[config.mk]
export PLATFORM = sky130hd
export DESIGN_NAME = z80_cycle_ctrl_flat
export DESIGN_NICKNAME = d
export VERILOG_FILES = /design/src/hdl/gpu_mem_pkg.sv /design/src/hdl/z80_bus_pkg.sv /design/src/hdl/bridge_ifs.sv /design/src/hdl/z80_cycle_ctrl.sv /design/src/flat_wrapper.sv
export VERILOG_INCLUDE_DIRS = /design/src /design/src/include
export SDC_FILE = /design/constraint.sdc
export NUM_CORES = 1
export LEC_CHECK = 0
export ABC_AREA = 1
export ABC_CLOCK_PERIOD_IN_PS = 1400
export BUFFER_PORTS_ARGS = -buffer_cell sky130_fd_sc_hd__buf_2
export CELL_PAD_IN_SITES_DETAIL_PLACEMENT = 2
export CELL_PAD_IN_SITES_GLOBAL_PLACEMENT = 2
export CORE_ASPECT_RATIO = 2
export CORE_MARGIN = 2
export CORE_UTILIZATION = 24
export CTS_CLUSTER_SIZE = 10
export DETAILED_ROUTE_END_ITERATION = 10
export PLACE_DENSITY_LB_ADDON = 0.15
export SYNTH_ARGS = -nofsm -noshare
export SYNTH_HDL_FRONTEND = slang
export SYNTH_SLANG_ARGS = --single-unit
[constraint.sdc]
create_clock -name GPU_CLK -period 1.4 [get_ports GPU_CLK]
set_input_delay 0.14 -clock GPU_CLK [delete_from_list [all_inputs] [get_ports GPU_CLK]]
set_output_delay 0.14 -clock GPU_CLK [all_outputs]
set_load 0.005 [all_outputs]
[src/include/z80_bridge_defs.svh]
`ifndef Z80_BRIDGE_DEFS_SVH
`define Z80_BRIDGE_DEFS_SVH

// ********************
// Address map
// ********************

`define MEMORY_RANGE  3'b010          // addr[21:19] of the 512 KB socket window
`define MEM_SIZE_BITS 15              // 32 KB of populated GPU RAM
`define BANK_ID_ADDR  18'h17FFF       // addr[21:4] of the 16 byte bank-ID block

// ********************
// Keyboard I/O ports
// ********************

`define IO_DATA       8'd240          // Character read
`define IO_STAT       8'd241          // Status read
`define IO_CTRL       8'd242          // Control write, bit 0 enables interrupts

`define INT_VEC       8'h30           // Vector returned on acknowledge
`define TURN_DLY      4               // GPU_CLK cycles for the 245 to settle

`endif

[src/hdl/gpu_mem_pkg.sv]
package gpu_mem_pkg;

   // ********************
   // GPU memory side
   // ********************

   typedef logic [18:0] gpu_addr_t;   // Byte address inside the 512 KB window
   typedef logic [7:0]  gpu_data_t;   // GPU RAM is byte wide

   // Where a window read gets its byte from
   typedef enum logic [1:0] {
      SRC_RAM     = 2'd0,             // Real RAM through Wishbone
      SRC_BANK_ID = 2'd1,             // Bank identification block
      SRC_FILL    = 2'd2              // Unpopulated space reads FF
   } rd_src_e;

endpackage

[src/hdl/z80_bus_pkg.sv]
package z80_bus_pkg;

   // ********************
   // Host cycle kinds
   // ********************

   typedef enum logic [2:0] {
      CYC_NONE    = 3'd0,             // No qualifying strobes
      CYC_MEM_WR  = 3'd1,             // MREQ + WR inside the GPU window
      CYC_MEM_RD  = 3'd2,             // MREQ + RD inside the GPU window
      CYC_IO_DATA = 3'd3,             // IORQ + RD on the keyboard data port
      CYC_IO_STAT = 3'd4,             // IORQ + RD on the keyboard status port
      CYC_IO_CTRL = 3'd5,             // IORQ + WR on the keyboard control port
      CYC_INTA    = 3'd6              // M1 + IORQ while our request is up
   } bus_cycle_e;

   // ********************
   // Controller FSM
   // ********************

   typedef enum logic [2:0] {
      ST_IDLE  = 3'd0,                // Waiting for a decoded cycle
      ST_MEM   = 3'd1,                // Memory request out, waiting for done
      ST_TURN  = 3'd2,                // 245 turning toward the host
      ST_DRIVE = 3'd3,                // Read data loaded, release WAIT
      ST_HOLD  = 3'd4                 // Waiting for the host strobes to rise
   } ctrl_state_e;

   typedef struct packed {
      logic [5:0] rsvd;               // Always zero
      logic       int_en;             // Interrupt enable echo
      logic       avail;              // Character available
   } kbd_stat_t;

endpackage

[src/hdl/bridge_ifs.sv]


// Controller to memory port, one request in flight
interface mem_req_if;
   import gpu_mem_pkg::*;

   logic      req;                    // Single cycle request pulse
   logic      we;
   gpu_addr_t addr;
   gpu_data_t wdata;
   logic      done;                   // Single cycle completion pulse
   gpu_data_t rdata;                  // Valid with done on reads

   modport ctrl (output req, we, addr, wdata, input done, rdata);
   modport port (input req, we, addr, wdata, output done, rdata);
endinterface

// Controller to keyboard registers
interface kbd_if;
   import z80_bus_pkg::*;

   logic       rd_data_done;          // Data port read finished
   logic       ctrl_wr;               // Control port write strobe
   logic [7:0] ctrl_wdata;
   logic       inta_end;              // Acknowledge finished
   logic [7:0] char;                  // Last character
   kbd_stat_t  stat;
   logic       int_pending;           // Request level toward the host

   modport ctrl (output rd_data_done, ctrl_wr, ctrl_wdata, inta_end,
                 input char, stat, int_pending);
   modport port (input rd_data_done, ctrl_wr, ctrl_wdata, inta_end,
                 output char, stat, int_pending);
endinterface

[src/hdl/z80_cycle_ctrl.sv]
`include "z80_bridge_defs.svh"

module z80_cycle_ctrl (
   input  logic        GPU_CLK,
   input  logic        arst_n,
   input  logic        m1_n,
   input  logic        mreq_n,
   input  logic        iorq_n,
   input  logic        rd_n,
   input  logic        wr_n,
   input  logic [21:0] addr,
   input  logic [7:0]  wdata,
   output logic [7:0]  rdata,         // Host read data register
   output logic        rdata_ena,     // Drive the FPGA data pins
   output logic        dir,           // 245 direction, 1 = toward FPGA
   output logic        oe_n,          // 245 enable
   output logic        wait_n,        // Z80 WAIT
   mem_req_if.ctrl     mem,
   kbd_if.ctrl         kbd
);
   import z80_bus_pkg::*;

   bus_cycle_e  cyc_d;                // Decode of the raw strobes
   bus_cycle_e  cyc_q;                // Sampled decode
   bus_cycle_e  cur_q;                // Kind of the cycle being served
   ctrl_state_e state_q;
   logic [2:0]  dly_q;                // 245 turnaround count
   logic        turn_done;
   logic        hold_end;

   // ********************
   // Strobe decode
   // ********************
   always_comb begin
      cyc_d = CYC_NONE;
      if (!mreq_n && m1_n && addr[21:19] == `MEMORY_RANGE) begin
         if (!wr_n)
            cyc_d = CYC_MEM_WR;
         else if (!rd_n)
            cyc_d = CYC_MEM_RD;
      end else if (!iorq_n && m1_n) begin
         if (!rd_n && addr[7:0] == `IO_DATA)
            cyc_d = CYC_IO_DATA;
         else if (!rd_n && addr[7:0] == `IO_STAT)
            cyc_d = CYC_IO_STAT;
         else if (!wr_n && addr[7:0] == `IO_CTRL)
            cyc_d = CYC_IO_CTRL;
      end else if (!iorq_n && !m1_n && kbd.int_pending) begin
         cyc_d = CYC_INTA;            // Only answer when we asked
      end
   end

   assign turn_done = (state_q == ST_TURN) && (dly_q == 3'(`TURN_DLY - 1));
   assign hold_end  = (state_q == ST_HOLD) && (cyc_q == CYC_NONE);   // Strobes back high

   assign kbd.rd_data_done = hold_end && (cur_q == CYC_IO_DATA);
   assign kbd.inta_end     = hold_end && (cur_q == CYC_INTA);
   assign kbd.ctrl_wr      = (state_q == ST_IDLE) && (cyc_q == CYC_IO_CTRL);
   assign kbd.ctrl_wdata   = wdata;

   // ********************
   // Cycle FSM
   // ********************
   always_ff @(posedge GPU_CLK or negedge arst_n) begin
      if (!arst_n) begin
         cyc_q     <= CYC_NONE;
         cur_q     <= CYC_NONE;
         state_q   <= ST_IDLE;
         dly_q     <= '0;
         mem.req   <= 1'b0;
         rdata_ena <= 1'b0;
         dir       <= 1'b1;
         oe_n      <= 1'b1;
         wait_n    <= 1'b1;
      end else begin
         cyc_q   <= cyc_d;
         mem.req <= 1'b0;             // Pulse only
         case (state_q)
            ST_IDLE: if (cyc_q != CYC_NONE) begin
               cur_q <= cyc_q;
               oe_n  <= 1'b0;         // Open the translator
               case (cyc_q)
                  CYC_MEM_WR: begin
                     mem.req <= 1'b1;
                     wait_n  <= 1'b0;
                     state_q <= ST_MEM;
                  end
                  CYC_MEM_RD: begin
                     mem.req   <= 1'b1;
                     wait_n    <= 1'b0;
                     dir       <= 1'b0;   // Toward the host
                     rdata_ena <= 1'b1;
                     state_q   <= ST_MEM;
                  end
                  CYC_IO_CTRL: state_q <= ST_HOLD;   // No WAIT needed
                  default: begin                    // I/O read or acknowledge
                     wait_n    <= 1'b0;
                     dir       <= 1'b0;
                     rdata_ena <= 1'b1;
                     dly_q     <= '0;
                     state_q   <= ST_TURN;
                  end
               endcase
            end
            ST_MEM: if (mem.done) begin
               wait_n  <= 1'b1;       // Data register loads on this edge too
               state_q <= ST_HOLD;
            end
            ST_TURN: begin
               dly_q <= dly_q + 3'd1;
               if (turn_done)
                  state_q <= ST_DRIVE;
            end
            ST_DRIVE: begin
               wait_n  <= 1'b1;
               state_q <= ST_HOLD;
            end
            ST_HOLD: if (hold_end) begin
               dir       <= 1'b1;
               rdata_ena <= 1'b0;
               oe_n      <= 1'b1;
               state_q   <= ST_IDLE;
            end
            default: state_q <= ST_IDLE;
         endcase
      end
   end

   // Request payload and host read data
   always_ff @(posedge GPU_CLK) begin
      if (state_q == ST_IDLE) begin
         mem.addr  <= addr[18:0];     // Offset inside the window
         mem.we    <= (cyc_q == CYC_MEM_WR);
         mem.wdata <= wdata;
      end
      if (state_q == ST_MEM && mem.done && cur_q == CYC_MEM_RD)
         rdata <= mem.rdata;
      if (turn_done) begin
         case (cur_q)
            CYC_IO_DATA: rdata <= kbd.char;
            CYC_IO_STAT: rdata <= kbd.stat;
            default:     rdata <= `INT_VEC;
         endcase
      end
   end

endmodule

[src/flat_wrapper.sv]
// flat-port wrapper written by rule: the top's interface ports become plain ports
module z80_cycle_ctrl_flat import z80_bus_pkg::*;
  (GPU_CLK, arst_n, m1_n, mreq_n, iorq_n, rd_n, wr_n, addr, wdata, rdata, rdata_ena, dir, oe_n, wait_n, mem_req, mem_we, mem_addr, mem_wdata, mem_done, mem_rdata, kbd_rd_data_done, kbd_ctrl_wr, kbd_ctrl_wdata, kbd_inta_end, kbd_char, kbd_stat, kbd_int_pending);
  mem_req_if mem_i ();
  kbd_if kbd_i ();
  input  logic GPU_CLK;
  input  logic arst_n;
  input  logic m1_n;
  input  logic mreq_n;
  input  logic iorq_n;
  input  logic rd_n;
  input  logic wr_n;
  input  logic [21:0] addr;
  input  logic [7:0] wdata;
  output logic [7:0] rdata;
  output logic rdata_ena;
  output logic dir;
  output logic oe_n;
  output logic wait_n;
  output wire logic [$bits(mem_i.req)-1:0] mem_req;
  output wire logic [$bits(mem_i.we)-1:0] mem_we;
  output wire logic [$bits(mem_i.addr)-1:0] mem_addr;
  output wire logic [$bits(mem_i.wdata)-1:0] mem_wdata;
  input wire logic [$bits(mem_i.done)-1:0] mem_done;
  input wire logic [$bits(mem_i.rdata)-1:0] mem_rdata;
  output wire logic [$bits(kbd_i.rd_data_done)-1:0] kbd_rd_data_done;
  output wire logic [$bits(kbd_i.ctrl_wr)-1:0] kbd_ctrl_wr;
  output wire logic [$bits(kbd_i.ctrl_wdata)-1:0] kbd_ctrl_wdata;
  output wire logic [$bits(kbd_i.inta_end)-1:0] kbd_inta_end;
  input wire logic [$bits(kbd_i.char)-1:0] kbd_char;
  input wire logic [$bits(kbd_i.stat)-1:0] kbd_stat;
  input wire logic [$bits(kbd_i.int_pending)-1:0] kbd_int_pending;
  assign mem_req = mem_i.req;
  assign mem_we = mem_i.we;
  assign mem_addr = mem_i.addr;
  assign mem_wdata = mem_i.wdata;
  assign mem_i.done = mem_done;
  assign mem_i.rdata = mem_rdata;
  assign kbd_rd_data_done = kbd_i.rd_data_done;
  assign kbd_ctrl_wr = kbd_i.ctrl_wr;
  assign kbd_ctrl_wdata = kbd_i.ctrl_wdata;
  assign kbd_inta_end = kbd_i.inta_end;
  assign kbd_i.char = kbd_char;
  assign kbd_i.stat = kbd_stat;
  assign kbd_i.int_pending = kbd_int_pending;
  z80_cycle_ctrl u_core (.GPU_CLK(GPU_CLK), .arst_n(arst_n), .m1_n(m1_n), .mreq_n(mreq_n), .iorq_n(iorq_n), .rd_n(rd_n), .wr_n(wr_n), .addr(addr), .wdata(wdata), .rdata(rdata), .rdata_ena(rdata_ena), .dir(dir), .oe_n(oe_n), .wait_n(wait_n), .mem(mem_i), .kbd(kbd_i));
endmodule
# Yosys cells after proc, flatten, opt, wreduce, memory -nomap -nowiden
# Cells that the tools add are included.
[classes]
muxes = 37
eq_ne = 23
n_reduce_logical = 36
n_addsub = 1
[ops]
columns = ["cell", "n"]
rows = [
  ["3-bit 2-to-1 mux", 13],
  ["8-bit equality test (second input constant)", 3],
  ["3-bit by 2-bit equality test with 1-bit output (second input constant)", 7],
  ["8-bit 2-to-1 mux", 2],
  ["8-bit case mux with 2 select lines", 1],
  ["1-bit logical AND", 15],
  ["3-bit case mux with 5 select lines", 1],
  ["1-bit 2-to-1 mux", 13],
  ["3-bit equality test (second input constant)", 4],
  ["3-bit case mux with 2 select lines", 2],
  ["4-bit AND reduction", 3],
  ["2-bit != test (second input constant)", 5],
  ["3-bit by 1-bit equality test with 1-bit output (second input constant)", 2],
  ["3-bit logical NOT", 2],
  ["1-bit case mux with 2 select lines", 3],
  ["3-bit AND reduction", 2],
  ["2-bit nonzero test", 3],
  ["3-bit nonzero test", 2],
  ["1-bit logical NOT", 5],
  ["2-bit by 1-bit != test with 1-bit output (second input constant)", 2],
  ["2-bit OR reduction", 2],
  ["3-bit by 1-bit adder with 3-bit output (second input constant)", 1],
  ["1-bit case mux with 3 select lines", 1],
  ["3-bit OR reduction", 1],
  ["other kinds (2)", 2],
]
[word_totals]
wordCells = 110
output_inout_bits = 52
regBits = 53
in_bits = 63

# Depth between registers and ports, before layout
[depth]
word_depth = 7
mapped_depth = 8
ltp_nobuf = 8

# Worst setup path after synthesis
# OpenSTA, ideal clock, no wires.
[synth_path]
path_kind = "register to register"
from = "register u_core.state_q[1]"
to = "register u_core.state_q[2]"
setup_slack_ns = -0.192
required_ns = 1.282
path_buffers = 0
synth_period_minus_slack_ns = 1.592
path_stages_with_launch = 9
setup_time_ns = 0.118
t_arrival_ns = 1.475
cell_sequence = "dfrtp_1 -> inv_2 -> nand2_4 -> nor2_4 -> nand2_2 -> nand2_1 -> nor2_2 -> nand2_1 -> nand2_1"
[synth_via]
elab_chain_cells = 4
elab_cells_between_ends = 13
cone_classes = "8 x eq/ne; 1 x mux; 4 x reduce/logical"
[synth_lines]
columns = ["element", "line_no", "rtl"]
rows = [
  ["start, declared", "z80_cycle_ctrl.sv:26", "ctrl_state_e state_q;"],
  ["start signal, assigned", "z80_cycle_ctrl.sv:68", "state_q <= ST_IDLE;"],
  ["start signal, assigned", "z80_cycle_ctrl.sv:86", "state_q <= ST_MEM;"],
  ["start signal, assigned", "z80_cycle_ctrl.sv:93", "state_q <= ST_MEM;"],
  ["3-bit by 2-bit equality test with 1-bit output / 3-bit equality test (equally long branches)", "z80_cycle_ctrl.sv:53, z80_cycle_ctrl.sv:78, z80_cycle_ctrl.sv:54", ""],
  ["1-bit logical AND (on tied branches)", "z80_cycle_ctrl.sv:53, z80_cycle_ctrl.sv:54", ""],
  ["2-bit by 1-bit != test with 1-bit output (no line)", "--", ""],
  ["4-bit AND reduction (no line)", "--", ""],
]
# Parallel ways exist; a longest one is shown, timed or not.
# A chain may end at the register's enable or synchronous reset.

# Worst setup path in the final report
[layout_path]
from = "register u_core.cyc_q[2]"
to = "output port kbd_rd_data_done"
[layout_via]
elab_chain_cells = 3
[layout_lines]
columns = ["element", "line_no", "rtl"]
rows = [
  ["start, declared", "z80_cycle_ctrl.sv:24", "bus_cycle_e cyc_q;"],
  ["start signal, assigned", "z80_cycle_ctrl.sv:76", "cyc_q <= cyc_d;"],
  ["3-bit logical NOT", "z80_cycle_ctrl.sv:54", "assign hold_end = (state_q == ST_HOLD) && (cyc_q == CYC_NONE);"],
  ["1-bit logical AND", "z80_cycle_ctrl.sv:54", ""],
  ["1-bit logical AND", "z80_cycle_ctrl.sv:56", "assign kbd.rd_data_done = hold_end && (cur_q == CYC_IO_DATA);"],
  ["end, declared", "flat_wrapper.sv:26", "output wire logic [$bits(kbd_i.rd_data_done)-1:0] kbd_rd_data_done;"],
]
# Every way passes these cells.

==> flow_summary.yaml <==
place:
  gp_congestion: 0.755
  hpwlAfterDp_um: 6450
  dpl-instance-area_mm2: 0.00327
  port_buffers: 114
timing:
  rsz0062_at_grt: "yes"
  min_period_ns: 1.51
  fin_ws_ns: -0.109
  max_freq_mhz: 663
  slew_viol_final: 0
  worst_pin_slew_ns: 0.421
  skew_ns: 0.00795
  finalHoldViolations: 0
  period_share_pct: 108
  hold_slack_ns: 0.0156
  setup_viol: 11
  slew_headroom_pct: 71.9
cts:
  htree_levels: 2
  insertion_delay_ns: 0.29
  cts_root_buf: "clkbuf_16"
  clock-sinks: 53
  cts_tree: "done"
  clock_path_buffers: 2
  cts-buffers-inserted: 5
  clk_pin_slew_ns: 0.07
grt:
  antenna_found_initial: 0
  grt_pass1_wl_um: 12300
  gr-total-overflow: 0
  grt_max_degree: 18
  track_usage_pct: 15.4
  grt_pass1_vias: 2432
route:
  drtIter0Drc: 41
  viasPerCell: 4.20
  drcViolationCount: 0
  wirelength_um: 8090
  avgRoutedWirePerCell_um: 15.2
  drt_pre_antenna_iters: 3
  vias: 2240
  drtAntennaViolNets: 0
worst_setup_path:
  critPathCaptureType: "output port"
  start_kind: "flip-flop"
  crit_fanout: 3
  crit_chain: "inv_2 -> nand2_2 -> nor2_4 -> nand2_4 -> buf_6 -> nor2_2 -> buf_2"
  required_ns: 1.26
  criticalPathCategory: "flip-flop to output port"
  critPathSlowestCell: "dfrtp_1"
  critical-path-max-stage-delay_ns: 0.40
  arrival_ns: 1.37
die:
  dieArea_mm2: 0.0109
  die_y_um: 146
  die_w_um: 74.9
  core_area_mm2: 0.00976
  row_count: 51
  io_pins: 115
  initial_utilization_pct: 24.7
synth:
  synth_nets: 310
  synth_warnings: 0
  synth.distinct_cells: 24
  synth_area_leaders: "edfxtp_1, dfrtp_1, nand2_1"
  synth_top_area_share_pct: 44.9
  synth_seq_cells: 53
  synth_seq_area_share_pct: 62.7
  avgSynthCellArea_um2: 9.84
  syn-cell-area_mm2: 0.00241
  synth.largest_area_cell: "edfxtp_1"
  syn_inst: 245
cells_and_area:
  antenna_cells: 0
  drive_gt1_share_pct: 52.9
  mostFrequentLayoutCell: "buf_2"
  fillers: 1112
  synthToLayoutAreaGrowth_pct: 56.5
  nets: 465
  final_cell_mix: "buf_2, nand2_1, edfxtp_1, buf_4, inv_1"
  final_area_mm2: 0.00377
pwr:
  ir_worst_vdd_uv: 1100
  p_leak_nw: 1.93
  pwr_density_cell_mw_per_mm2: 1840
run_status:
  violations: "setup timing"
  outcome: "complete, but fails checks"
run:
  maxCapViolations: 0
hold_path:
  hold_path.class: "primary input to flip-flop"
## sequential cells by signal (all words and copies together), names as in the netlist
register and count:
u_core.wait_n 1, u_core.mem.we 1, u_core.mem.wdata 8, u_core.cyc_q 3, u_core.mem.req 1, u_core.mem.addr 19
u_core.rdata 8, u_core.dly_q 3, u_core.state_q 3, u_core.cur_q 3, u_core.oe_n 1, u_core.dir 1
u_core.rdata_ena 1
## where the power goes
part | leakage [nW] | internal (mW) | switching [mW]
logic | 1.30 | 1.50 | 1.60
clock network | 0.0718 | 0.668 | 0.584
registers | 0.562 | 2.38 | 0.197
total | 1.93 | 4.55 | 2.38
## synthesized netlist by cell type
cell       n
nand2_1   82
edfxtp_1  36
inv_1     33
dfrtp_1   14
nand3_1   14
nor2_1    13
o21ai_0   10
buf_4      8
nand2_2    7
nand4_1    5
nor2_2     4
dfstp_2    3
ha_1       2
inv_2      2
nand2_4    2
or2_2      2
a21oi_1    1
inv_4      1
nand3_2    1
nand3b_1   1
nor2_4     1
nor2_8     1
nor3_1     1
nor4_1     1
## worst max-delay path, delay by kind of cell, from the launching register on
kind	cells	cell delay, ns
buffers and inverters	3	0.33
flip-flops	1	0.40
AND/OR/NAND/NOR	4	0.36
## worst paths after layout
kind                       cells after the start             endpoint  slack [ns]              start
setup reg to reg                               8      u_core.rdata[0]       -0.08  u_core.state_q[0]
setup / recovery                               7     kbd_rd_data_done       -0.11    u_core.cyc_q[2]
hold reg to reg                                2        u_core.wait_n        0.47      u_core.wait_n
hold / removal                                 1  u_core.mem.addr[18]        0.02           addr[18]
min in group asynchronous                      2      u_core.cur_q[0]        0.31             arst_n
max in group asynchronous                      2           u_core.dir        0.75             arst_n
## through the flow
step	worst slack, ns	util [%]	cells	setup TNS [ns]	power [mW]
after floorplan	-0.192	-	245	-4.56	3.65
after global placement	-0.00985	33.5	502	-0.0837	4.94
after detailed placement	-0.0924	33.5	502	-1.19	5.02
after CTS	-0.147	36.4	520	-0.856	6.57
after global routing	-0.216	38.6	533	-2.16	7.44
final	-0.109	38.6	533	-0.731	6.93
## kinds of logic (layout without fill, tap and decap cells)
family / Yosys count / in the layout / synth area share, %
AND/OR/NAND/NOR: 135 / 135 / 25.8
flip-flops: 53 / 53 / 62.7
buffers and inverters: 44 / 200 / 8.20
AO/OA/AOI/OAI: 11 / 11 / 2.28
adder cells (fa/ha/maj): 2 / 2 / 1.04
## what timing repair did
item,CTS,global route
hold buffers,1,0
endpoints found under the hold margin,14,0
setup buffers,9,12
pin swaps,4,10
endpoints found under the setup margin,19,44
resized for setup,17,29
cloned,0,1
## routing by layer
layer | track usage (%) | wire length, um | vias to the layer above
met2 | 31.9 | 5320 | 59
met3 | 2.84 | 291 | 6
met5 | 0 | 0 | -
met1 | 13.4 | 2360 | 1091
li1 | - | - | 1084
met4 | 4.55 | 116 | 0
## final cells by class
type,instances,area (um^2),area share [%]
tap,132,165,4.38
sequential,53,1510,40.1
inverter,36,140,3.72
clock buffer,5,125,3.32
clock inverter,3,21.3,0.564
multi-input combinational,148,837,22.2
timing repair buffer,156,971,25.7
Note: power is estimated with default switching activity, not from simulation.
