===== src/include/z80_bridge_defs.svh =====
`ifndef Z80_BRIDGE_DEFS_SVH
`define Z80_BRIDGE_DEFS_SVH

// ********************
// Address map
// ********************

`define MEMORY_RANGE  3'b010          // addr[21:19] of the 512 KB socket window
`define MEM_SIZE_BITS 15              // 32 KB of populated GPU RAM
`define BANK_ID_ADDR  18'h17FFF       // addr[21:4] of the 16 byte bank-ID block

// ********************
// Keyboard I/O ports
// ********************

`define IO_DATA       8'd240          // Character read
`define IO_STAT       8'd241          // Status read
`define IO_CTRL       8'd242          // Control write, bit 0 enables interrupts

`define INT_VEC       8'h30           // Vector returned on acknowledge
`define TURN_DLY      4               // GPU_CLK cycles for the 245 to settle

`endif


===== src/hdl/z80_bus_pkg.sv =====
package z80_bus_pkg;

   // ********************
   // Host cycle kinds
   // ********************

   typedef enum logic [2:0] {
      CYC_NONE    = 3'd0,             // No qualifying strobes
      CYC_MEM_WR  = 3'd1,             // MREQ + WR inside the GPU window
      CYC_MEM_RD  = 3'd2,             // MREQ + RD inside the GPU window
      CYC_IO_DATA = 3'd3,             // IORQ + RD on the keyboard data port
      CYC_IO_STAT = 3'd4,             // IORQ + RD on the keyboard status port
      CYC_IO_CTRL = 3'd5,             // IORQ + WR on the keyboard control port
      CYC_INTA    = 3'd6              // M1 + IORQ while our request is up
   } bus_cycle_e;

   // ********************
   // Controller FSM
   // ********************

   typedef enum logic [2:0] {
      ST_IDLE  = 3'd0,                // Waiting for a decoded cycle
      ST_MEM   = 3'd1,                // Memory request out, waiting for done
      ST_TURN  = 3'd2,                // 245 turning toward the host
      ST_DRIVE = 3'd3,                // Read data loaded, release WAIT
      ST_HOLD  = 3'd4                 // Waiting for the host strobes to rise
   } ctrl_state_e;

   typedef struct packed {
      logic [5:0] rsvd;               // Always zero
      logic       int_en;             // Interrupt enable echo
      logic       avail;              // Character available
   } kbd_stat_t;

endpackage


===== src/hdl/bridge_ifs.sv =====


// Controller to keyboard registers
interface kbd_if;
   import z80_bus_pkg::*;

   logic       rd_data_done;          // Data port read finished
   logic       ctrl_wr;               // Control port write strobe
   logic [7:0] ctrl_wdata;
   logic       inta_end;              // Acknowledge finished
   logic [7:0] char;                  // Last character
   kbd_stat_t  stat;
   logic       int_pending;           // Request level toward the host

   modport ctrl (output rd_data_done, ctrl_wr, ctrl_wdata, inta_end,
                 input char, stat, int_pending);
   modport port (input rd_data_done, ctrl_wr, ctrl_wdata, inta_end,
                 output char, stat, int_pending);
endinterface


===== src/hdl/kbd_io_port.sv =====
module kbd_io_port (
   input  logic       GPU_CLK,
   input  logic       arst_n,
   input  logic       ps2_rdy,        // Keyboard byte ready
   input  logic [7:0] ps2_dat,
   input  logic       iei,            // Daisy chain in
   output logic       int_req,
   output logic       ieo,            // Daisy chain out
   kbd_if.port        kbd
);
   import z80_bus_pkg::*;

   logic       ps2_prev;
   logic       ps2_strobe;            // Rising edge of ps2_rdy
   logic [7:0] char_q;
   logic       avail_q;
   logic       int_en_q;              // Interrupt mode from control port
   logic       pend_q;                // Internal request flag

   assign ps2_strobe = ps2_rdy && !ps2_prev;

   // ********************
   // Registers
   // ********************
   always_ff @(posedge GPU_CLK or negedge arst_n) begin
      if (!arst_n) begin
         ps2_prev <= 1'b0;
         char_q   <= '0;
         avail_q  <= 1'b0;
         int_en_q <= 1'b0;            // Polled after reset
         pend_q   <= 1'b0;
         int_req  <= 1'b0;
      end else begin
         ps2_prev <= ps2_rdy;
         if (kbd.ctrl_wr)
            int_en_q <= kbd.ctrl_wdata[0];
         if (ps2_strobe) begin
            char_q  <= ps2_dat;
            avail_q <= 1'b1;
         end else if (kbd.rd_data_done) begin
            char_q  <= '0;            // Consumed by the host
            avail_q <= 1'b0;
         end
         // Acknowledge closes the request
         if (kbd.inta_end) begin
            pend_q  <= 1'b0;
            int_req <= 1'b0;
         end else if (int_en_q && pend_q && iei) begin
            int_req <= 1'b1;          // Upstream allows us
         end
         if (ps2_strobe && int_en_q)
            pend_q <= 1'b1;
      end
   end

   assign ieo = iei && !pend_q;       // Block downstream while pending

   assign kbd.char        = char_q;
   assign kbd.stat        = '{rsvd: '0, int_en: int_en_q, avail: avail_q};
   assign kbd.int_pending = int_req;

endmodule


===== src/flat_wrapper.sv =====
// flat-port wrapper written by rule: the top's interface ports become plain ports
module kbd_io_port_flat import z80_bus_pkg::*;
  (GPU_CLK, arst_n, ps2_rdy, ps2_dat, iei, int_req, ieo, kbd_rd_data_done, kbd_ctrl_wr, kbd_ctrl_wdata, kbd_inta_end, kbd_char, kbd_stat, kbd_int_pending);
  kbd_if kbd_i ();
  input  logic GPU_CLK;
  input  logic arst_n;
  input  logic ps2_rdy;
  input  logic [7:0] ps2_dat;
  input  logic iei;
  output logic int_req;
  output logic ieo;
  input wire logic [$bits(kbd_i.rd_data_done)-1:0] kbd_rd_data_done;
  input wire logic [$bits(kbd_i.ctrl_wr)-1:0] kbd_ctrl_wr;
  input wire logic [$bits(kbd_i.ctrl_wdata)-1:0] kbd_ctrl_wdata;
  input wire logic [$bits(kbd_i.inta_end)-1:0] kbd_inta_end;
  output wire logic [$bits(kbd_i.char)-1:0] kbd_char;
  output wire logic [$bits(kbd_i.stat)-1:0] kbd_stat;
  output wire logic [$bits(kbd_i.int_pending)-1:0] kbd_int_pending;
  assign kbd_i.rd_data_done = kbd_rd_data_done;
  assign kbd_i.ctrl_wr = kbd_ctrl_wr;
  assign kbd_i.ctrl_wdata = kbd_ctrl_wdata;
  assign kbd_i.inta_end = kbd_inta_end;
  assign kbd_char = kbd_i.char;
  assign kbd_stat = kbd_i.stat;
  assign kbd_int_pending = kbd_i.int_pending;
  kbd_io_port u_core (.GPU_CLK(GPU_CLK), .arst_n(arst_n), .ps2_rdy(ps2_rdy), .ps2_dat(ps2_dat), .iei(iei), .int_req(int_req), .ieo(ieo), .kbd(kbd_i));
endmodule

===== config.mk =====
export PLATFORM = sky130hd
export DESIGN_NAME = kbd_io_port_flat
export DESIGN_NICKNAME = d
export VERILOG_FILES = /design/src/include/z80_bridge_defs.svh /design/src/hdl/z80_bus_pkg.sv /design/src/hdl/bridge_ifs.sv /design/src/hdl/kbd_io_port.sv /design/src/flat_wrapper.sv
export SDC_FILE = /design/constraint.sdc
export NUM_CORES = 1
export LEC_CHECK = 0
export ABC_AREA = 1
export BUFFER_PORTS_ARGS = -buffer_cell sky130_fd_sc_hd__buf_2
export CAP_MARGIN = 0
export CORE_MARGIN = 3
export CORE_UTILIZATION = 34
export DETAILED_ROUTE_END_ITERATION = 6
export PLACE_DENSITY = 0.72
export SLEW_MARGIN = 30
export SYNTH_ARGS = -nofsm -noshare
export SYNTH_HDL_FRONTEND = slang
export SYNTH_SLANG_ARGS = --single-unit

===== constraint.sdc =====
create_clock -name GPU_CLK -period 0.8 [get_ports GPU_CLK]
set_input_delay 0.08 -clock GPU_CLK [delete_from_list [all_inputs] [get_ports GPU_CLK]]
set_output_delay 0.08 -clock GPU_CLK [all_outputs]
set_load 0.02 [all_outputs]

=== Yosys cells after proc, flatten, opt, wreduce, memory -nomap -nowiden ===
Index checks and enable logic that the tools add are counted.

* Mux-type cells: 8
* Reductions and logical operators: 10

{| class="wikitable"
|+ Operators by type and width
! kind !! number
|-
| $mux 8 || 2
|-
| $mux 1 || 6
|-
| $reduce_bool 2->1 || 3
|-
| $logic_and 1x1->1 || 5
|-
| $logic_not 1->1 || 2
|}

* Register bits after elaboration: 13
* Input port bits: 23
* Output and inout port bits: 19

=== Longest topological paths before layout ===
Gate-level depths: netlist of run 1.

* Depth after elaboration: 4
* Depth in mapped cells: 4
* Mapped depth without buffers: 4

=== Worst setup path before layout of run 1 ===
OpenSTA, ideal clock, no wires.

* Path type: register -> register
* Start: register u_core.ps2_prev
* End: register u_core.char_q[0], in the netlist u_core.kbd.char[0]
* Arrival time: 0.664 ns
* Slack: 0.017 ns
* Cell stages (with the launch flop): 5
* Buffers on the path: 0
* Clock period less this slack: 0.783 ns
* Path through: dfrtp_1 > inv_2 > nand2_2 > nand3_1 > nand2_1

* Word-level cells in the longest chain between the ends: 3
* Elaborated cells between the ends (all ways): 4
* Those cells by class: mux (1); reduce/logical (3)

{| class="wikitable"
|+ RTL lines
! what !! RTL line !! text
|-
| start, declared || kbd_io_port.sv:13 || <nowiki>logic ps2_prev;</nowiki>
|-
| start signal, assigned || kbd_io_port.sv:34 || <nowiki>ps2_prev <= ps2_rdy;</nowiki>
|-
| $logic_not 1->1 * || kbd_io_port.sv:20 || <nowiki>assign ps2_strobe = ps2_rdy && !ps2_prev;</nowiki>
|-
| $logic_and 1x1->1 * || kbd_io_port.sv:20 ||
|-
| $mux 8 / $reduce_bool 2->1 (equally long branches) || -- ||
|-
| end signal, assigned || kbd_io_port.sv:38 || <nowiki>char_q <= ps2_dat;</nowiki>
|-
| end, declared || kbd_io_port.sv:15 || <nowiki>logic [7:0] char_q;</nowiki>
|}

Mark *: on every way between the ends. The rest lies on a longest branch, timed or not.
A chain may end at the register's enable or synchronous reset.

=== Worst setup path in the final report of run 1 ===
* Start: register u_core.pend_q
* End: output port ieo

* Word-level cells in the longest chain between the ends: 2

{| class="wikitable"
|+ RTL lines
! what !! RTL line !! text
|-
| start, declared || kbd_io_port.sv:18 || <nowiki>logic pend_q;</nowiki>
|-
| start signal, assigned || kbd_io_port.sv:31 || <nowiki>pend_q <= 1'b0;</nowiki>
|-
| start signal, assigned || kbd_io_port.sv:46 || <nowiki>pend_q <= 1'b0;</nowiki>
|-
| start signal, assigned || kbd_io_port.sv:52 || <nowiki>pend_q <= 1'b1;</nowiki>
|-
| $logic_not 1->1 || kbd_io_port.sv:56 || <nowiki>assign ieo = iei && !pend_q;</nowiki>
|-
| $logic_and 1x1->1 || kbd_io_port.sv:56 ||
|-
| end, declared || flat_wrapper.sv:11 || <nowiki>output logic ieo;</nowiki>
|}

No other way between the ends.

==> results of run 1 <==
repair_timing:
action | in CTS | in global routing
setup endpoints to repair | 23 | 25
hold buffers | 8 | 0
pin swaps | 5 | 4
endpoints found under the hold margin | 19 | 0
gates cloned | 1 | 0
resized for setup | 36 | 5
setup buffers | 3 | 1
final timing paths:
check,from,end,slack [ns],cells after the start
max in group asynchronous,arst_n,u_core.kbd.char[3],0.34,2
max,u_core.pend_q,ieo,-0.15,2
min,ps2_dat[6],u_core.kbd.char[6],0.01,3
max reg2reg,u_core.ps2_prev,u_core.kbd.char[6],-0.07,4
min in group asynchronous,arst_n,u_core.int_req,0.24,2
min reg2reg,u_core.pend_q,u_core.pend_q,0.51,2
layer usage:
layer	up-vias	part of all wire (%)	wire length, microns
met1	240	39	517
met2	22	52	683
met5	-	0	0
li1	268	-	-
met3	2	7.8	102
met4	0	0.76	10
synth_stat cells (all sizes together):
| library cell | count |
|---|---|
| nor2 | 2 |
| buf | 9 |
| o21ai | 3 |
| nand3 | 8 |
| clkinv | 1 |
| conb | 1 |
| nand2 | 23 |
| dfrtp | 13 |
| inv | 5 |
flip-flops by register name, indices dropped and copies added, names as in the netlist:
register / cells
u_core.avail_q: 1
u_core.int_en_q: 1
u_core.int_req: 1
u_core.kbd.char: 8
u_core.pend_q: 1
u_core.ps2_prev: 1
layout make-up:
class	instances	area [sq um]
Fill cell	140	589
Timing Repair Buffer	40	332
Sequential cell	13	325
Multi-Input combinational cell	43	244
Clock buffer	4	26.3
Inverter	6	22.5
Tap cell	16	20.0
power groups by stage:
stage | Clock (mW) | Sequential [mW] | Combinational [mW]
after global placement | 0 | 0.738 | 0.251
after detailed placement | 0 | 0.739 | 0.254
after floorplan | 0 | 0.776 | 0.145
final | 0.401 | 0.739 | 0.387
after global routing | 0.448 | 0.743 | 0.425
after CTS | 0.420 | 0.738 | 0.377
worst min-delay path, stage by stage:
cell and delay [ns]:
sky130_fd_sc_hd__buf_2 0.08, sky130_fd_sc_hd__nand2_1 0.04, sky130_fd_sc_hd__nand2_1 0.05
metrics by stage:
stage	hold slack, ns	instances
6_report	0.00965	122
4_1_cts	0.00210	121
3_3_place_gp	-0.0263	105
2_1_floorplan	-0.216	70
3_5_place_dp	-0.0207	105
5_1_grt	0.000245	122
kinds of logic (layout without fill, tap and decap cells):
family | count (synthesis) | after routing | synth area share, %
AO/OA/AOI/OAI | 3 | 3 | 2.60
other | 1 | 6 | 0.649
buffers and inverters | 15 | 50 | 15.6
AND/OR/NAND/NOR | 33 | 34 | 24.9
flip-flops | 13 | 13 | 56.3
==> parameters.txt, run 1 <==
Parameter                              Value

Timing
  Final Hold Vio Count ... 0
  Minimum setup slack in the final design ... -0.155 ns
  Highest achievable clock rate ... 1050 MHz
  Final min period ... 0.955 ns
  Setup TNS ... -1.77 ns
  Skew final ... 0.00213 ns
  RSZ-0062 raised after global routing ... yes
  Final setup violation count ... 22
  Period utilisation layout ... 119%
  Number of pins with negative max-slew slack in the final report ... 0

CTS
  CTS buffer count ... 3
  Clock tree from TritonCTS ... built
  Maximum buffer depth of the clock tree ... 2
  Number of clock sinks seen by CTS ... 13
  Clk pin slew, worst setup/hold paths ... 0.08 ns
  Cell chosen for the clock root ... sky130_fd_sc_hd__clkbuf_4
  H-tree depth reported by CTS ... 1
  Clock Latency Late Sink ... 0.27 ns

Job
  Number of max-cap violations ... 0

Synth
  Top cell type's share of synthesized area ... 56.3%
  Portion of the post-synthesis area used by sequential elements ... 56.3%
  Seq cells post-synth ... 13
  Area leader, netlist ... sky130_fd_sc_hd__dfrtp_1
  YS warnings ... 0
  Netlist Area Pre-Place ... 578 sq um
  Post-Syn Area per Cell ... 8.89 sq um
  Yosys cell types ... 13
  Main area contributors after synthesis ... sky130_fd_sc_hd__dfrtp_1, sky130_fd_sc_hd__nand2_1, sky130_fd_sc_hd__buf_4, sky130_fd_sc_hd__nand3_1, sky130_fd_sc_hd__inv_1
  Cells after Synth ... 65

Floorplan
  Initial core utilization ... 37.1%
  Row Count ... 14
  I/O pins ... 42
  Floorplan Core Area ... 1560 sq um
  Die Width ... 47.2 microns
  Die footprint ... 2230 sq um
  Die boundary height ... 47.2 microns

Drt
  Total via count after detailed routing ... 532
  Iteration-0 DRC Markers ... 2
  Wire length per cell after detailed routing ... 10.8 microns
  First-pass iteration count of the detailed router ... 4
  Residual DRC count ... 0
  Avg Vias per Cell ... 4.36
  Post-route antenna net violation count ... 0
  Wire length after detailed routing ... 1310 microns

Power and ir drop
  Share of total power in the clock network ... 26.3%
  P_sw ... 446 uW
  Static leakage ... 0.527 nW
  Total power divided by cell area ... 1580 nW/um^2
  Sequential fraction of design power ... 48.4%
  Fraction of power consumed by combinational cells ... 25.4%
  Switching part of the total power ... 29.2%
  Overall power of the completed layout ... 1.53 mW
  IR drop worst, VDD ... 0.762 mV
  P_int ... 1.08 mW

Global routing
  GRT met1 Usage ... 13.6%
  Antenna violations before repair ... 0
  Met3 usage ... 5.75%
  Via count of the first global-routing pass ... 420
  Layer with the highest usage ... met2
  GR Util met2 ... 21.1%
  Global-route congestion overflow total ... 0
  Pin count of the biggest net entering global routing ... 14
  Global-route wire length before repair ... 1850 microns
  All-Layer GR Usage ... 13.0%

Layout
  Relative area change from synthesis to final layout ... 67.7%
  Utilization of the core after routing ... 62.2%
  Commonest cells after routing, fill and taps aside ... sky130_fd_sc_hd__nand2_1, sky130_fd_sc_hd__buf_2, sky130_fd_sc_hd__buf_6, sky130_fd_sc_hd__dfrtp_1
  Commonest non-fill, non-tap cell in the layout ... sky130_fd_sc_hd__nand2_1
  Final Cell Area ... 970 sq um
  Diode insertion count for antenna repair ... 0
  Share of layout cells above drive strength 1 ... 48.1%
  Number of nets in the layout ... 130

Hold path
  Type of the tightest min-delay check ... input port to register

Placed design
  Count of input and output buffers ... 28
  Routability congestion estimate from global placement ... 0.680
  Hpwl dp ... 847 microns
  Cell area reported after detailed placement ... 689 sq um
  Setup slack after placement ... -0.0763 ns

Status
  Outcome ... finished, violations left
  Failing checks ... negative setup slack

Critical path
  Series of cell instances along the critical path ... nor2_1 -> buf_4
  Element type at the critical path end ... output pin
  Critical-path top delay cell ... sky130_fd_sc_hd__dfrtp_1
  CP Max Fanout ... 2
  Worst path bufs/invs ... 1
  Worst Setup Path Type ... register to output pin
  Top delay family on crit path ... flip-flops
  Slowest cell delay on critical path ... 0.38 ns
  Arrival time of the worst setup path ... 0.87 ns
  Type of element launching the critical path ... register
  Worst EP required ... 0.72 ns
Power figures use the tool's default switching activity.
==> run 2: changes to the inputs <==
--- a/config.mk
+++ b/config.mk
@@ -12,6 +12,7 @@
 export CORE_UTILIZATION = 34
 export DETAILED_ROUTE_END_ITERATION = 6
 export PLACE_DENSITY = 0.72
+export SKIP_CTS_REPAIR_TIMING = 1
 export SLEW_MARGIN = 30
 export SYNTH_ARGS = -nofsm -noshare
 export SYNTH_HDL_FRONTEND = slang
==> run 2 against run 1 <==
  * The flow finishes with violations (negative hold slack, negative setup slack)
  * Register-to-register slack about the same
  * Wire length decreased by 2.4%
  * Sequential share of layout area increased by 1.3 points
  * Via count decreased by 2.4%
  * Critical path depth unchanged
  * Count of clock-buffer cells in the layout unchanged
  * Sequential cell count unchanged
  * Critical endpoint unchanged
  * Sequential power about the same
  * Setup slack got worse by 0.0025 ns
  * Final cell count decreased by 2.5%
  * Worst hold slack got worse by 0.024 ns
  * Die area unchanged
==> parameters.txt, run 2 (synthesized netlist as in run 1, its figures left out) <==
Parameter                              Value

Status
  Outcome ... finished, violations left
  Failing checks ... negative hold slack, negative setup slack

Critical path
  Worst path bufs/invs ... 1
  Arrival time of the worst setup path ... 0.88 ns
  CP Max Fanout ... 2
  Type of element launching the critical path ... register
  Top delay family on crit path ... flip-flops
  Series of cell instances along the critical path ... nor2_1 -> buf_4
  Worst EP required ... 0.72 ns
  Slowest cell delay on critical path ... 0.38 ns
  Worst Setup Path Type ... register to output pin
  Element type at the critical path end ... output pin
  Critical-path top delay cell ... sky130_fd_sc_hd__dfrtp_1

Floorplan
  I/O pins ... 42
  Row Count ... 14
  Die footprint ... 2230 sq um
  Die boundary height ... 47.2 microns
  Initial core utilization ... 37.1%
  Floorplan Core Area ... 1560 sq um
  Die Width ... 47.2 microns

Layout
  Commonest cells after routing, fill and taps aside ... sky130_fd_sc_hd__nand2_1, sky130_fd_sc_hd__buf_2, sky130_fd_sc_hd__dfrtp_1
  Commonest non-fill, non-tap cell in the layout ... sky130_fd_sc_hd__nand2_1
  Number of cells in the finished layout apart from fillers ... 119
  Relative area change from synthesis to final layout ... 61.5%
  Diode insertion count for antenna repair ... 0
  Utilization of the core after routing ... 59.9%
  Number of nets in the layout ... 127
  Share of layout cells above drive strength 1 ... 50.5%
  Area taken by multi-input logic gates ... 244 sq um
  Max FFs per register ... 8
  FF+latch area ... 325 sq um
  Filler cell count ... 150

Global routing
  All-Layer GR Usage ... 10.7%
  Pin count of the biggest net entering global routing ... 14
  Via count of the first global-routing pass ... 370
  Global-route congestion overflow total ... 0
  Global-route wire length before repair ... 1520 microns
  Antenna violations before repair ... 0

Timing
  Final min period ... 0.957 ns
  Minimum setup slack in the final design ... -0.157 ns
  Hold_ws ... -0.0148 ns
  RSZ-0062 raised after global routing ... yes
  Final Hold Vio Count ... 1
  Number of pins with negative max-slew slack in the final report ... 0
  Skew final ... 0.00214 ns
  Period utilisation layout ... 120%
  Final setup violation count ... 22
  Highest achievable clock rate ... 1040 MHz

Power and ir drop
  Static leakage ... 0.514 nW
  Total power divided by cell area ... 1620 nW/um^2
  IR drop worst, VDD ... 0.761 mV

Drt
  First-pass iteration count of the detailed router ... 4
  Iteration-0 DRC Markers ... 6
  Wire length after detailed routing ... 1280 microns
  Avg Vias per Cell ... 4.36
  Residual DRC count ... 0
  Post-route antenna net violation count ... 0
  Wire length per cell after detailed routing ... 10.8 microns
  Total via count after detailed routing ... 519

CTS
  Number of clock sinks seen by CTS ... 13
  Maximum buffer depth of the clock tree ... 2
  CTS buffer count ... 3
  H-tree depth reported by CTS ... 1
  Cell chosen for the clock root ... sky130_fd_sc_hd__clkbuf_4
  Clock tree from TritonCTS ... built
  Clock Latency Late Sink ... 0.27 ns
  Clk pin slew, worst setup/hold paths ... 0.08 ns

Placed design
  Number of instances in the placed design ... 105
  Setup slack after placement ... -0.0763 ns
  Count of input and output buffers ... 28
  Routability congestion estimate from global placement ... 0.680
  Hpwl dp ... 847 microns

Job
  Number of max-cap violations ... 0

Hold path
  Type of the tightest min-delay check ... input port to register
==> run 2: cell count changes in the layout (fill, tap and decap cells not counted), sizes merged <==
| cell | change |
|---|---|
| buf | +1 |
| dlygate4sd3 | -4 |
==> run 2: worst paths after layout <==
kind / from / endpoint / slack (ns) / cells after the start
worst min-delay path: kbd_ctrl_wr / u_core.int_en_q / -0.01 / 2
worst min register to register: u_core.avail_q / u_core.avail_q / 0.52 / 2
max in group asynchronous: arst_n / u_core.kbd.char[0] / 0.36 / 2
min in group asynchronous: arst_n / u_core.pend_q / 0.22 / 2
worst max-delay path: u_core.pend_q / ieo / -0.16 / 2
worst max register to register: u_core.ps2_prev / u_core.kbd.char[7] / -0.08 / 4
==> run 2: power by group <==
group          switching (mW)  internal (mW)  leakage (nW)
Sequential             0.0356          0.702         0.168
Clock                   0.208          0.193        0.0150
Combinational           0.199          0.173         0.331
==> run 2: metrics by stage <==
step | setup TNS (ns) | total power, mW | cell area (sq um)
2_1_floorplan | 0 | 0.921 | 597
3_5_place_dp | -0.561 | 0.993 | 689
4_1_cts | -2.15 | 1.40 | 716
5_1_grt | -2.73 | 1.59 | 933
3_3_place_gp | -0.375 | 0.989 | 689
6_report | -1.80 | 1.51 | 933
==> run 2: worst register-to-register path, stage by stage (launching register included) <==
cell	delay, ns
sky130_fd_sc_hd__dfrtp_1	0.42
sky130_fd_sc_hd__inv_2	0.12
sky130_fd_sc_hd__nand2_4	0.10
sky130_fd_sc_hd__nand3_2	0.07
sky130_fd_sc_hd__nand2_1	0.06
==> run 2: final cells by class <==
type / instances / share of cell area, %
Tap cell: 16 / 2.14
Multi-Input combinational cell: 43 / 26.1
Sequential cell: 13 / 34.9
Inverter: 6 / 2.41
Timing Repair Buffer: 37 / 31.6
Clock buffer: 4 / 2.82
==> run 2: metal layers <==
metal	global-route usage (%)	vias to the layer above	wire [microns]
met5	0	-	0
met4	8.29	0	8
met3	5.75	2	112
met2	14.7	22	674
met1	12.2	231	486
li1	-	264	-
